`src/hdl/line_buffer_pkg.sv`:
```
package line_buffer_pkg;

    // Row command, sampled by the controller while idle
    typedef enum logic [1:0] {
        ROW_NONE  = 2'd0,
        ROW_FIRST = 2'd1,
        ROW_MID   = 2'd2,
        ROW_LAST  = 2'd3
    } row_cmd_e;

    // Source of the column shifted into the window
    typedef enum logic [1:0] {
        COL_ZERO       = 2'd0,
        COL_STREAM     = 2'd1,
        COL_BOTTOM_PAD = 2'd2
    } col_src_e;

    // Row sequencer states
    typedef enum logic [2:0] {
        S_IDLE         = 3'd0,
        S_FIRST_STREAM = 3'd1,
        S_FIRST_DONE   = 3'd2,
        S_PAD_LEFT     = 3'd3,
        S_MID_STREAM   = 3'd4,
        S_LAST_STREAM  = 3'd5,
        S_PAD_RIGHT    = 3'd6,
        S_ROW_DONE     = 3'd7
    } ctrl_state_e;

    // Default image geometry
    localparam int DEFAULT_PIX_W     = 8;
    localparam int DEFAULT_IMG_WIDTH = 16;

    // Column index width, enough for rows up to 128 pixels
    localparam int COL_W = 7;

endpackage

```
`src/hdl/line_ctrl.sv`:
```
module line_ctrl #(
    parameter int IMG_WIDTH = 16
) (
    input  logic                              clk,
    input  logic                              rst_n,
    input  line_buffer_pkg::row_cmd_e         row_cmd,
    input  logic                              s_axis_tvalid,
    input  logic                              win_free,
    output logic                              s_axis_tready,
    output logic                              done_row,
    output logic [line_buffer_pkg::COL_W-1:0] col_idx,
    output logic                              ram_we,
    output logic                              first_row,
    output logic                              shift,
    output line_buffer_pkg::col_src_e         col_src,
    output logic                              emit,
    output logic                              emit_last
);

    line_buffer_pkg::ctrl_state_e state;

    // Set when the current row command is the bottom row
    logic last_row;
    logic col_step;
    logic last_col;

    assign last_col = (int'(col_idx) == IMG_WIDTH - 1);

    always_ff @(posedge clk) begin
        if (!rst_n) begin
            state    <= line_buffer_pkg::S_IDLE;
            col_idx  <= '0;
            last_row <= 1'b0;
        end else begin
            // Column counter wraps at the end of every row
            if (col_step) begin
                col_idx <= last_col ? '0 : col_idx + 1'b1;
            end

            case (state)
                line_buffer_pkg::S_IDLE: begin
                    case (row_cmd)
                        line_buffer_pkg::ROW_FIRST: begin
                            state <= line_buffer_pkg::S_FIRST_STREAM;
                        end
                        line_buffer_pkg::ROW_MID: begin
                            last_row <= 1'b0;
                            state    <= line_buffer_pkg::S_PAD_LEFT;
                        end
                        line_buffer_pkg::ROW_LAST: begin
                            last_row <= 1'b1;
                            state    <= line_buffer_pkg::S_PAD_LEFT;
                        end
                        default: begin
                            state <= line_buffer_pkg::S_IDLE;
                        end
                    endcase
                end

                line_buffer_pkg::S_FIRST_STREAM: begin
                    if (col_step && last_col) begin
                        state <= line_buffer_pkg::S_FIRST_DONE;
                    end
                end

                line_buffer_pkg::S_FIRST_DONE: begin
                    state <= line_buffer_pkg::S_IDLE;
                end

                line_buffer_pkg::S_PAD_LEFT: begin
                    if (win_free) begin
                        state <= last_row ? line_buffer_pkg::S_LAST_STREAM
                                          : line_buffer_pkg::S_MID_STREAM;
                    end
                end

                line_buffer_pkg::S_MID_STREAM,
                line_buffer_pkg::S_LAST_STREAM: begin
                    if (col_step && last_col) begin
                        state <= line_buffer_pkg::S_PAD_RIGHT;
                    end
                end

                line_buffer_pkg::S_PAD_RIGHT: begin
                    if (win_free) begin
                        state <= line_buffer_pkg::S_ROW_DONE;
                    end
                end

                line_buffer_pkg::S_ROW_DONE: begin
                    // Output register empties in this cycle
                    if (win_free) begin
                        state <= line_buffer_pkg::S_IDLE;
                    end
                end

                default: begin
                    state <= line_buffer_pkg::S_IDLE;
                end
            endcase
        end
    end

    always_comb begin
        s_axis_tready = 1'b0;
        done_row      = 1'b0;
        ram_we        = 1'b0;
        first_row     = 1'b0;
        shift         = 1'b0;
        col_src       = line_buffer_pkg::COL_ZERO;
        emit          = 1'b0;
        emit_last     = 1'b0;
        col_step      = 1'b0;

        case (state)
            line_buffer_pkg::S_FIRST_STREAM: begin
                // Store only, with a zero row above
                s_axis_tready = win_free;
                first_row     = 1'b1;
                if (s_axis_tvalid && win_free) begin
                    ram_we   = 1'b1;
                    col_step = 1'b1;
                end
            end

            line_buffer_pkg::S_FIRST_DONE: begin
                done_row = 1'b1;
            end

            line_buffer_pkg::S_PAD_LEFT: begin
                shift = win_free;
            end

            line_buffer_pkg::S_MID_STREAM: begin
                s_axis_tready = win_free;
                col_src       = line_buffer_pkg::COL_STREAM;
                if (s_axis_tvalid && win_free) begin
                    ram_we   = 1'b1;
                    shift    = 1'b1;
                    emit     = (col_idx != '0);
                    col_step = 1'b1;
                end
            end

            line_buffer_pkg::S_LAST_STREAM: begin
                // No input, stored rows over a zero bottom row
                col_src = line_buffer_pkg::COL_BOTTOM_PAD;
                if (win_free) begin
                    shift    = 1'b1;
                    emit     = (col_idx != '0);
                    col_step = 1'b1;
                end
            end

            line_buffer_pkg::S_PAD_RIGHT: begin
                if (win_free) begin
                    shift     = 1'b1;
                    emit      = 1'b1;
                    emit_last = 1'b1;
                end
            end

            line_buffer_pkg::S_ROW_DONE: begin
                done_row = win_free;
            end

            default: begin
                done_row = 1'b0;
            end
        endcase
    end

endmodule

```
`src/hdl/line_ram.sv`:
```
module line_ram #(
    parameter int PIX_W     = 8,
    parameter int IMG_WIDTH = 16
) (
    input  logic                              clk,
    input  logic [line_buffer_pkg::COL_W-1:0] col_idx,
    input  logic                              ram_we,
    input  logic                              first_row,
    input  logic [PIX_W-1:0]                  s_axis_tdata,
    output logic [PIX_W-1:0]                  row_n1,
    output logic [PIX_W-1:0]                  row_n2
);

    localparam int ADDR_W = $clog2(IMG_WIDTH);

    // Each word holds {older row, upper row} for one column
    logic [2*PIX_W-1:0] mem [IMG_WIDTH];
    logic [2*PIX_W-1:0] rd_word;
    logic [ADDR_W-1:0]  addr;
    logic [PIX_W-1:0]   older_in;

    assign addr = col_idx[ADDR_W-1:0];

    // Asynchronous read of the current column
    assign rd_word = mem[addr];
    assign row_n1  = rd_word[PIX_W-1:0];
    assign row_n2  = rd_word[2*PIX_W-1:PIX_W];

    // Top padding row enters as the older row
    assign older_in = first_row ? '0 : row_n1;

    always_ff @(posedge clk) begin
        if (ram_we) begin
            mem[addr] <= {older_in, s_axis_tdata};
        end
    end

endmodule

```
`src/hdl/window_regs.sv`:
```
module window_regs #(
    parameter int PIX_W = 8
) (
    input  logic                      clk,
    input  logic                      rst_n,
    input  logic                      shift,
    input  line_buffer_pkg::col_src_e col_src,
    input  logic                      emit,
    input  logic                      emit_last,
    input  logic [PIX_W-1:0]          row_n1,
    input  logic [PIX_W-1:0]          row_n2,
    input  logic [PIX_W-1:0]          s_axis_tdata,
    input  logic                      m_axis_tready,
    output logic                      win_free,
    output logic [9*PIX_W-1:0]        m_axis_tdata,
    output logic                      m_axis_tvalid,
    output logic                      m_axis_tlast
);

    // Indexed [column][row], column 0 is the oldest (dc = -1)
    logic [PIX_W-1:0]   win      [3][3];
    logic [PIX_W-1:0]   next_win [3][3];
    logic [PIX_W-1:0]   new_col  [3];
    logic [9*PIX_W-1:0] next_flat;

    assign win_free = !m_axis_tvalid || m_axis_tready;

    // Incoming column, top to bottom
    always_comb begin
        case (col_src)
            line_buffer_pkg::COL_STREAM: begin
                new_col[0] = row_n2;
                new_col[1] = row_n1;
                new_col[2] = s_axis_tdata;
            end
            line_buffer_pkg::COL_BOTTOM_PAD: begin
                new_col[0] = row_n2;
                new_col[1] = row_n1;
                new_col[2] = '0;
            end
            default: begin
                new_col[0] = '0;
                new_col[1] = '0;
                new_col[2] = '0;
            end
        endcase
    end

    always_comb begin
        next_win[0] = win[1];
        next_win[1] = win[2];
        next_win[2] = new_col;
    end

    // Lane (dr+1)*3 + (dc+1), lane 0 in the low bits
    always_comb begin
        next_flat = '0;
        for (int r = 0; r < 3; r++) begin
            for (int c = 0; c < 3; c++) begin
                next_flat[(r*3+c)*PIX_W +: PIX_W] = next_win[c][r];
            end
        end
    end

    always_ff @(posedge clk) begin
        if (shift) begin
            win <= next_win;
        end
    end

    always_ff @(posedge clk) begin
        if (shift && emit) begin
            m_axis_tdata <= next_flat;
        end
    end

    always_ff @(posedge clk) begin
        if (!rst_n) begin
            m_axis_tvalid <= 1'b0;
            m_axis_tlast  <= 1'b0;
        end else if (shift && emit) begin
            m_axis_tvalid <= 1'b1;
            m_axis_tlast  <= emit_last;
        end else if (m_axis_tready) begin
            m_axis_tvalid <= 1'b0;
            m_axis_tlast  <= 1'b0;
        end
    end

endmodule

```
`src/hdl/line_buffer_top.sv`:
```
module line_buffer_top #(
    parameter int PIX_W     = line_buffer_pkg::DEFAULT_PIX_W,
    parameter int IMG_WIDTH = line_buffer_pkg::DEFAULT_IMG_WIDTH
) (
    input  logic                      clk,
    input  logic                      rst_n,
    input  line_buffer_pkg::row_cmd_e row_cmd,
    input  logic [PIX_W-1:0]          s_axis_tdata,
    input  logic                      s_axis_tvalid,
    output logic                      s_axis_tready,
    output logic [9*PIX_W-1:0]        m_axis_tdata,
    output logic                      m_axis_tvalid,
    input  logic                      m_axis_tready,
    output logic                      m_axis_tlast,
    output logic                      done_row
);

    // Controller to memory
    logic [line_buffer_pkg::COL_W-1:0] col_idx;
    logic                              ram_we;
    logic                              first_row;

    // Memory to window
    logic [PIX_W-1:0] row_n1;
    logic [PIX_W-1:0] row_n2;

    // Controller and window handshake
    logic                      win_free;
    logic                      shift;
    line_buffer_pkg::col_src_e col_src;
    logic                      emit;
    logic                      emit_last;

    line_ctrl #(
        .IMG_WIDTH(IMG_WIDTH)
    ) line_ctrl_i (
        .clk          (clk),
        .rst_n        (rst_n),
        .row_cmd      (row_cmd),
        .s_axis_tvalid(s_axis_tvalid),
        .win_free     (win_free),
        .s_axis_tready(s_axis_tready),
        .done_row     (done_row),
        .col_idx      (col_idx),
        .ram_we       (ram_we),
        .first_row    (first_row),
        .shift        (shift),
        .col_src      (col_src),
        .emit         (emit),
        .emit_last    (emit_last)
    );

    line_ram #(
        .PIX_W    (PIX_W),
        .IMG_WIDTH(IMG_WIDTH)
    ) line_ram_i (
        .clk         (clk),
        .col_idx     (col_idx),
        .ram_we      (ram_we),
        .first_row   (first_row),
        .s_axis_tdata(s_axis_tdata),
        .row_n1      (row_n1),
        .row_n2      (row_n2)
    );

    window_regs #(
        .PIX_W(PIX_W)
    ) window_regs_i (
        .clk          (clk),
        .rst_n        (rst_n),
        .shift        (shift),
        .col_src      (col_src),
        .emit         (emit),
        .emit_last    (emit_last),
        .row_n1       (row_n1),
        .row_n2       (row_n2),
        .s_axis_tdata (s_axis_tdata),
        .m_axis_tready(m_axis_tready),
        .win_free     (win_free),
        .m_axis_tdata (m_axis_tdata),
        .m_axis_tvalid(m_axis_tvalid),
        .m_axis_tlast (m_axis_tlast)
    );

endmodule

```
`config.mk`:
```
export PLATFORM = sky130hd
export DESIGN_NAME = line_buffer_top
export DESIGN_NICKNAME = d
export VERILOG_FILES = /design/src/hdl/line_buffer_pkg.sv /design/src/hdl/line_ctrl.sv /design/src/hdl/line_ram.sv /design/src/hdl/window_regs.sv /design/src/hdl/line_buffer_top.sv
export SDC_FILE = /design/constraint.sdc
export NUM_CORES = 1
export LEC_CHECK = 0
export BUFFER_PORTS_ARGS = -buffer_cell sky130_fd_sc_hd__buf_2
export CORE_MARGIN = 8
export CORE_UTILIZATION = 64
export DETAILED_ROUTE_END_ITERATION = 12
export PLACE_DENSITY_LB_ADDON = 0.2
export SYNTH_ARGS = -nofsm -noshare
export SYNTH_HDL_FRONTEND = slang
export SYNTH_SLANG_ARGS = --single-unit
```
`constraint.sdc`:
```
create_clock -name clk -period 8.7 [get_ports clk]
set_clock_uncertainty 0.05 [all_clocks]
set_input_delay 0.87 -clock clk [delete_from_list [all_inputs] [get_ports clk]]
set_output_delay 0.87 -clock clk [all_outputs]
set_load 0.01 [all_outputs]
```
======== Word level (Yosys, flattened, before mapping) ========
Memory sizes are Yosys's and may differ from the RTL's. A register that Yosys moved wholly into a read port is not among the register bits.
Index checks and enable logic that the tools add are counted.
storage, ports and cells
  bits in registers ....................... 133
  RAM bits ................................ 256
  input bits .............................. 14
  output and inout bits ................... 76
  logic and storage cells ................. 79
  memories kept ........................... 1
memories
  memory          words  width  read ports  clocked after memory_dff  write ports  line            source
  line_ram_i.mem  16     16     1           1                         1            line_ram.sv:17  logic [2*PIX_W-1:0] mem [IMG_WIDTH];
cells by class
  $add $sub $neg .......................... 1
  equality and inequality tests ........... 18
  mux-type cells .......................... 32
  reductions and logical operators ........ 15
operators with widths
  operator             number
  $pmux 24 s2          1
  $pmux 3 s7           1
  $mux 3               5
  $mux 1               14
  $eq 3x3->1 const B   4
  $ne 2x1->1 const B   5
  $mux 4               2
  $mux 8               1
  $pmux 2 s2           2
  $reduce_or 2->1      4
  $add 7x1->7 const B  1
  $eq 7x5->1 const B   1
  $mux 7               1
  $reduce_bool 7->1    1
  $eq 2x2->1 const B   3
  $eq 3x2->1 const B   2
  $pmux 1 s2           3
  $pmux 1 s3           2
  $reduce_and 5->1     1
  $eq 2x1->1 const B   2
  $reduce_bool 2->1    2
  $eq 3x1->1 const B   1
  $logic_and 1x1->1    3
  $logic_not 3->1      1
  3 further kinds      3

======== Depth between registers and ports, before layout ========
Gate-level depths: netlist of run 1.
  word-level depth ........................ 8
  gate-level depth with buffers ........... 9

======== Hierarchy ========
From an unflattened synthesis of run 1, not the netlist that was laid out.
unflattened totals
  cells, all modules ...................... 679
  area, all modules ....................... 14463.9 µm²
by module, submodules not included
  module       times used  cells each  area an instance (µm²)
  line_ram     1           428         9821.9
  window_regs  1           160         3896.2
  line_ctrl    1           91          745.7

======== Worst setup path before layout of run 1 ========
OpenSTA, ideal clock, no wires.
  kind .................................... in2reg
  start ................................... input port s_axis_tvalid
  end ..................................... register window_regs_i.m_axis_tlast
  data arrival time ....................... 5.825 ns
  slack ................................... 2.594 ns
  stages .................................. 5
  buffers on the path ..................... 0
  cells stage by stage .................... o21ai_0 or2_2 a21oi_1 and2_1 o32ai_1
on the way
  cells in the longest elaborated chain, start to end .. 5
  elaborated cells between the ends (all ways) .. 8
  classes of those cells .................. mux (5); reduce/logical (3)
RTL lines
  what                                         line                  source
  start: declaration                           line_buffer_top.sv:9  input logic s_axis_tvalid,
  $logic_and 1x1->1 *                          line_ctrl.sv:137      if (s_axis_tvalid && win_free) begin
  $mux 1 *                                     line_ctrl.sv:137
  $pmux 1 s3 *                                 line_ctrl.sv:115      case (state)
  named net line_ctrl_i.shift                  line_ctrl.sv:14       output logic shift,
  $logic_and 1x1->1 *                          window_regs.sv:81     end else if (shift && emit) begin
  $mux 1 or $reduce_bool 2->1 (tied branches)  -
  end signal: assignment                       window_regs.sv:83     m_axis_tlast <= emit_last;
  end: declaration                             window_regs.sv:17     output logic m_axis_tlast
Mark *: on every way through the listed nets, which the timed path passes. The rest lies on a longest branch.
A chain may end at the register's enable or synchronous reset.

======== Final worst setup path of run 1 ========
  start ................................... register line_ctrl_i.state[0]
  end ..................................... output port s_axis_tready
on the way
  cells in the longest elaborated chain, start to end .. 3
  elaborated cells between the ends (all ways) .. 4
  classes of those cells .................. eq/ne (2); mux (1); reduce/logical (1)
RTL lines
  what                                      line                   source
  start: declaration                        line_ctrl.sv:20        line_buffer_pkg::ctrl_state_e state;
  start signal: assignment                  line_ctrl.sv:31        state <= line_buffer_pkg::S_IDLE;
  start signal: assignment                  line_ctrl.sv:44        state <= line_buffer_pkg::S_FIRST_STREAM;
  start signal: assignment                  line_ctrl.sv:48        state <= line_buffer_pkg::S_PAD_LEFT;
  $eq 3x1->1 or $eq 3x3->1 (tied branches)  line_ctrl.sv:115
  $reduce_or 2->1 (no line) *               -
  $mux 1 *                                  line_ctrl.sv:115
  end: declaration                          line_buffer_top.sv:10  output logic s_axis_tready,
Mark *: on every way between the ends. The rest lies on a longest branch, timed or not.

==> flow_metrics.tcl, run 1 <==
set metrics [dict create \
    status "completed" \
    async_flop_share_pct 0 \
    slowest_delay_ns 0.91 \
    wl_per_cell_um 26.47 \
    area.growth.synth_to_final_pct 14.72 \
    clock_path_buffers 3 \
    placed_area_um2 15310 \
    die_x_um 166.2 \
    crit_path_max_fanout 13 \
    post-route-util_pct 74.08 \
    final_common_cell "edfxtp_1" \
    drtPass1Iterations 8 \
    synthDistinctLibCells 36 \
    worst-path-buf-inv 2 \
    finalNetCount 791 \
    drive_gt1_share_pct 31.79 \
    cts_sinks 393 \
    grt_pass1_vias 6828 \
    die_area_um2 27630 \
    rows 55 \
    slew_headroom_pct 19.02 \
    yosysWarnings 0 \
    grtUsageTotal_pct 20.80 \
    max-vdd-ir-drop_mv 0.2692 \
    cp-end-kind "primary output" \
    synth_fp_nets 666 \
    synth_seq_cells 393 \
    grt_max_degree 75 \
    synth_edf_count 376 \
    ys.flop_type "edfxtp_1" \
    crit_top_cell "nor2b_1" \
    grt_pass1_wl_mm 42.86 \
    cts_tree "done" \
    clock_latency_ns 0.52 \
    drt_iter0_drc 732 \
    vias_per_cell 6.296 \
    cp_top_family "simple AND/OR/NAND/NOR gates" \
    seq_area_frac_synth_pct 80.54 \
    ant_nets 0 \
    gp_congestion 0.8776 \
    hp-start "window_regs_i.next_flat[24]" \
    final-seq-area_um2 11640 \
    avgSynthCellArea_um2 22.39 \
    post_cts_resized 0 \
    multi_input_area_um2 2691 \
    worstPathRequired_ns 7.78 \
    syn-instance-count 645 \
    clk_pin_slew_ns 0.06 \
    boundaryPins 90 \
    rsz0062_at_grt "false" \
    worstSetupPathType "flip-flop to primary output" \
    hold_depth 0 \
    arrival_ns 2.70 \
    synth_area_leaders "edfxtp_1 (78%), mux4_2 (12%), dfxtp_1 (2.4%)" \
    r2r_end "line_ram_i.mem[8][14]" \
    powerDensity_nw_per_um2 270.2 \
    crit_chain "nor2b_1 -> nor2b_1 -> inv_1 -> a21oi_1 -> buf_2" \
    finalInstanceArea_um2 16570 \
    numCtsBuffers 38 \
    core_area_um2 22370 \
    initial_utilization_pct 64.57 \
    final_cell_mix "edfxtp_1 (376), buf_2 (89), mux4_2 (80)" \
    r2r_slack_ns 5.24 \
    port_buffers 89 \
    hp-class "flip-flop to flip-flop" \
    slew_violations 0 \
    worstMarginPinSlew_ns 1.212 \
    fin_crit_sh_pct 41.56 \
    gr-total-overflow 0 \
    path_depth 5 \
    fmax_mhz 276.6 \
    die_height_um 166.2 \
    hold_buffers 0 \
    worstSetupStartpointType "flip-flop" \
    nFillCells 1227 \
    hold_end "window_regs_i.m_axis_tdata[24]" \
    drc_errors 0 \
    cts_root_buffer "clkbuf_16" \
    place_hpwl_mm 16.70 \
    max_cap_viol_count 0 \
    timing.hold.ws_ns 0.3672 \
    p_leak_nw 5.472 \
    period_needed_ns 3.616 \
    htreeDepth 2 \
    finalSetupViolCount 0 \
    finalPower_mw 4.476 \
    cpMaxStageDelayCell "nor2b_1" \
    synth_top_area_cell "edfxtp_1" \
    diodes 0 \
    antenna_found_initial 1 \
    post-cts-setup-buffers 0 \
    hold_viol 0 \
    routed_wl_mm 28.69 \
    synth_area_um2 14440 \
    netlist.area_leader.share_pct 78.18 \
    tns_ns 0 \
    vias 6825 \
    reg2regPathDepth 4 \
]
stage by stage:
| step | setup WS [ns] | cells |
|---|---|---|
| floorplan | 2.594 | 645 |
| global placement | 5.326 | 1015 |
| detailed placement | 5.262 | 1015 |
| CTS | 5.064 | 1084 |
| global route | 4.910 | 1084 |
| finish | 5.084 | 1084 |
per-layer routing:
layer	share of wire, %	track usage, %	up-vias	wire, um
met5	0.045	0	-	13
met4	2.5	6.502	2	720
met3	10	5.800	56	2973
met2	48	33.37	388	13820
met1	39	27.67	3498	11160
li1	-	-	2881	-
Yosys cell counts (2+ instances only):
cell type / count
and3_1: 4
xor2_1: 5
buf_4: 6
o21ai_0: 6
edfxtp_1: 376
nor3_1: 7
nand3_1: 2
a31oi_1: 2
ha_1: 7
inv_1: 7
clkbuf_1: 12
mux4_2: 80
a21oi_1: 3
mux2i_1: 3
nand2_1: 13
buf_2: 2
o21a_1: 3
dfxtp_1: 17
nor2b_1: 30
buf_1: 4
and2_1: 10
nor2_1: 25
nand2b_1: 6
nand4_1: 3
cells by family after synthesis:
group / count (synthesis) / synth area share [%]
xor+xnor: 6 / 0.3639
compound gates: 22 / 1.057
buf+inv: 32 / 1.057
flops: 393 / 80.54
fa+ha+maj: 7 / 0.6065
mux: 83 / 12.68
simple gates: 102 / 3.691
worst max-delay path by stage:
stage                              start                             to  slack [ns]
floorplan                  s_axis_tvalid     window_regs_i.m_axis_tlast        2.59
global placement           s_axis_tvalid  window_regs_i.m_axis_tdata[3]        5.33
detailed placement         s_axis_tvalid  window_regs_i.m_axis_tdata[4]        5.26
CTS                 line_ctrl_i.state[0]                  s_axis_tready        5.06
global route        line_ctrl_i.state[0]                  s_axis_tready        4.91
finish              line_ctrl_i.state[0]                  s_axis_tready        5.08
layout make-up:
type / count / area share, %
clock buffers: 49 / 6.374
clock inverters: 20 / 1.193
inverters: 7 / 0.1586
multi-input cells: 220 / 16.25
flip-flops and latches: 393 / 70.24
well taps: 285 / 2.152
repair buffers: 110 / 3.640
registers in the layout (all words and copies together) (netlist names), named ones only:
| register | count |
|---|---|
| line_ctrl_i.last_row | 1 |
| line_ctrl_i.col_idx | 7 |
| window_regs_i.m_axis_tvalid | 1 |
| window_regs_i.m_axis_tlast | 1 |
| line_ctrl_i.state | 3 |
| window_regs_i.m_axis_tdata | 72 |
| window_regs_i.next_flat | 48 |
| line_ram_i.mem | 256 |
where the power goes:
part	internal (mW)	switching, mW
combinational	0.223	0.310
sequential	2.26	0.0543
clock	0.977	0.655
total	3.46	1.02
Note: power is estimated with default switching activity, not from simulation.
==> run 2: changes to the inputs <==
- CORE_UTILIZATION: 64 -> 54
- clock period: 8.7 -> 3 ns (I/O delays scaled with it)
==> run 2 against run 1 <==
Sequential share of layout area fell by 0.39 points. Power rose to 2.8 times the previous value. Via count down 2.8%. First-iteration DRC count fell by 24%. Routed wire length fell by 3.1%. Utilization decreased by 11 points. Flip-flop and latch count stayed put. Global-route usage is 3.5 points lower. Hold slack worse by 0.32 ns. Critical path type is now flip-flop to flip-flop.
==> flow_metrics.tcl, run 2 (same netlist as run 1, synthesis figures left out) <==
set metrics [dict create \
    boundaryPins 90 \
    hp-class "input pin to flip-flop" \
    p_switching_mw 2.864 \
    pwr-share-seq_pct 53.4 \
    htreeDepth 2 \
    die_x_um 179.5 \
    placed_area_um2 15560 \
    cp-end-kind "flip-flop" \
    core_area_um2 26580 \
    final_cell_mix "edfxtp_1 (376), buf_2 (89), mux4_2 (80)" \
    p_comb_share_pct 12.9 \
    final_common_cell "edfxtp_1" \
    rsz0062_at_grt "false" \
    cts_sinks 393 \
    finalSetupViolCount 0 \
    intPower_mw 9.688 \
    gr-total-overflow 0 \
    antenna_found_initial 3 \
    top_register "line_ram_i.mem" \
    worstSetupStartpointType "flip-flop" \
    worstMarginPinSlew_ns 1.059 \
    setup_ws_ns 0.3023 \
    initial_utilization_pct 54.34 \
    place_hpwl_mm 16.60 \
    nFillCells 1753 \
    finalNetCount 806 \
    hold_depth 3 \
    clock_path_buffers 3 \
    fmax_mhz 370.7 \
    drc_errors 0 \
    finalInstanceArea_um2 16660 \
    cts_tree "done" \
    fin_crit_sh_pct 89.92 \
    switching_share_pct 22.82 \
    die_area_um2 32230 \
    period_needed_ns 2.698 \
    m1WireLength_mm 11.01 \
    vias_per_cell 5.778 \
    worstSetupPathType "flip-flop to flip-flop" \
    grt_max_degree 49 \
    wl_met2_mm 14.08 \
    tns_ns 0 \
    max-vdd-ir-drop_mv 0.4128 \
    clock_latency_ns 0.51 \
    drive_gt1_share_pct 32.34 \
    post-route-util_pct 62.69 \
    die_height_um 179.5 \
    port_buffers 89 \
    dp_slack_ns 0.3380 \
    crit_path_max_fanout 16 \
    hold_viol 0 \
    max_cap_viol_count 0 \
    drtPass1Iterations 4 \
    diodes 0 \
    reg2regPathDepth 6 \
    routed_wl_mm 27.81 \
    slew_headroom_pct 29.27 \
    largest_reg_flops 256 \
    highest_layer "met4" \
    cts_root_buffer "clkbuf_16" \
    worstPathRequired_ns 3.12 \
    slew_violations 0 \
    gp_congestion 0.8011 \
    wl_met3_mm 2.117 \
    grt_pass1_wl_mm 42.29 \
    status "completed" \
    wl_per_cell_um 24.22 \
    powerDensity_nw_per_um2 753.4 \
    clk_pin_slew_ns 0.06 \
    numCtsBuffers 37 \
    drt_iter0_drc 557 \
    clkPwrFrac_pct 33.7 \
    grtUsageTotal_pct 17.31 \
    area.growth.synth_to_final_pct 15.36 \
    grt_pass1_vias 6951 \
    p_leak_nw 5.488 \
    arrival_ns 2.82 \
    rows 60 \
    vias 6633 \
    ant_nets 0 \
    post_cts_resized 0 \
]
## run 2: cell types whose count changed in the layout (fill, tap and decap cells not counted)
cell,change
buf_4,+10
buf_12,+5
bufinv_16,-3
clkbuf_16,-3
clkinv_2,-3
clkbuf_1,+2
clkinv_1,-2
clkinv_4,+1
clkinv_8,+1
clkinvlp_4,-1
dlygate4sd3_1,+1
## run 2: per-layer routing
metal	up-vias	GRT usage, %
li1	2907	-
met1	3421	21.90
met2	252	29.66
met3	53	4.194
met4	0	4.802
met5	-	0
## run 2: critical path, cell delays in order (launching register included)
cell and delay [ns]:
dfxtp_1 0.54, nor2b_1 0.30, o21ai_0 0.13, nor3_1 0.52, nand2_1 0.27, nor2_1 0.16, buf_4 0.36
## run 2: timing repair
item	CTS	global route
hold buffers	1	0
endpoints found under the setup margin	0	0
buffers inserted	0	0
hold endpoints to repair	1	0
## run 2: layout make-up
class	count	area (um2)	share of cell area, %
sequential	393	11640	69.85
multi-input combinational	220	2691	16.15
clock buffer	48	988.4	5.933
timing repair buffer	126	788.3	4.732
tap	341	426.7	2.561
clock inverter	13	102.6	0.6158
inverter	7	26.28	0.1577
## run 2: power by group through the flow
stage               logic, mW  registers, mW  clock network (mW)
floorplan                1.21           6.70                   0
global placement         1.57           6.80                   0
detailed placement       1.63           6.82                   0
CTS                      1.64           6.71                4.32
global route             1.74           6.74                4.53
finish                   1.62           6.70                4.23
## run 2: per-stage QoR
step / power, mW / instances / hold slack (ns)
finish: 12.55 / 1148 / 0.04371
global route: 13.01 / 1148 / 0.04596
CTS: 12.67 / 1148 / 0.01519
detailed placement: 8.454 / 1086 / 0.3545
global placement: 8.372 / 1086 / 0.3506
floorplan: 7.910 / 645 / 0.3489
## run 2: worst paths after layout
path,startpoint,slack [ns],end
hold reg to reg,window_regs_i.next_flat[30],0.37,window_regs_i.m_axis_tdata[30]
setup reg to reg,line_ctrl_i.state[0],0.30,line_ram_i.mem[6][12]
hold / removal,m_axis_tready,0.04,window_regs_i.m_axis_tlast
setup / recovery,line_ctrl_i.state[0],0.30,line_ram_i.mem[6][12]
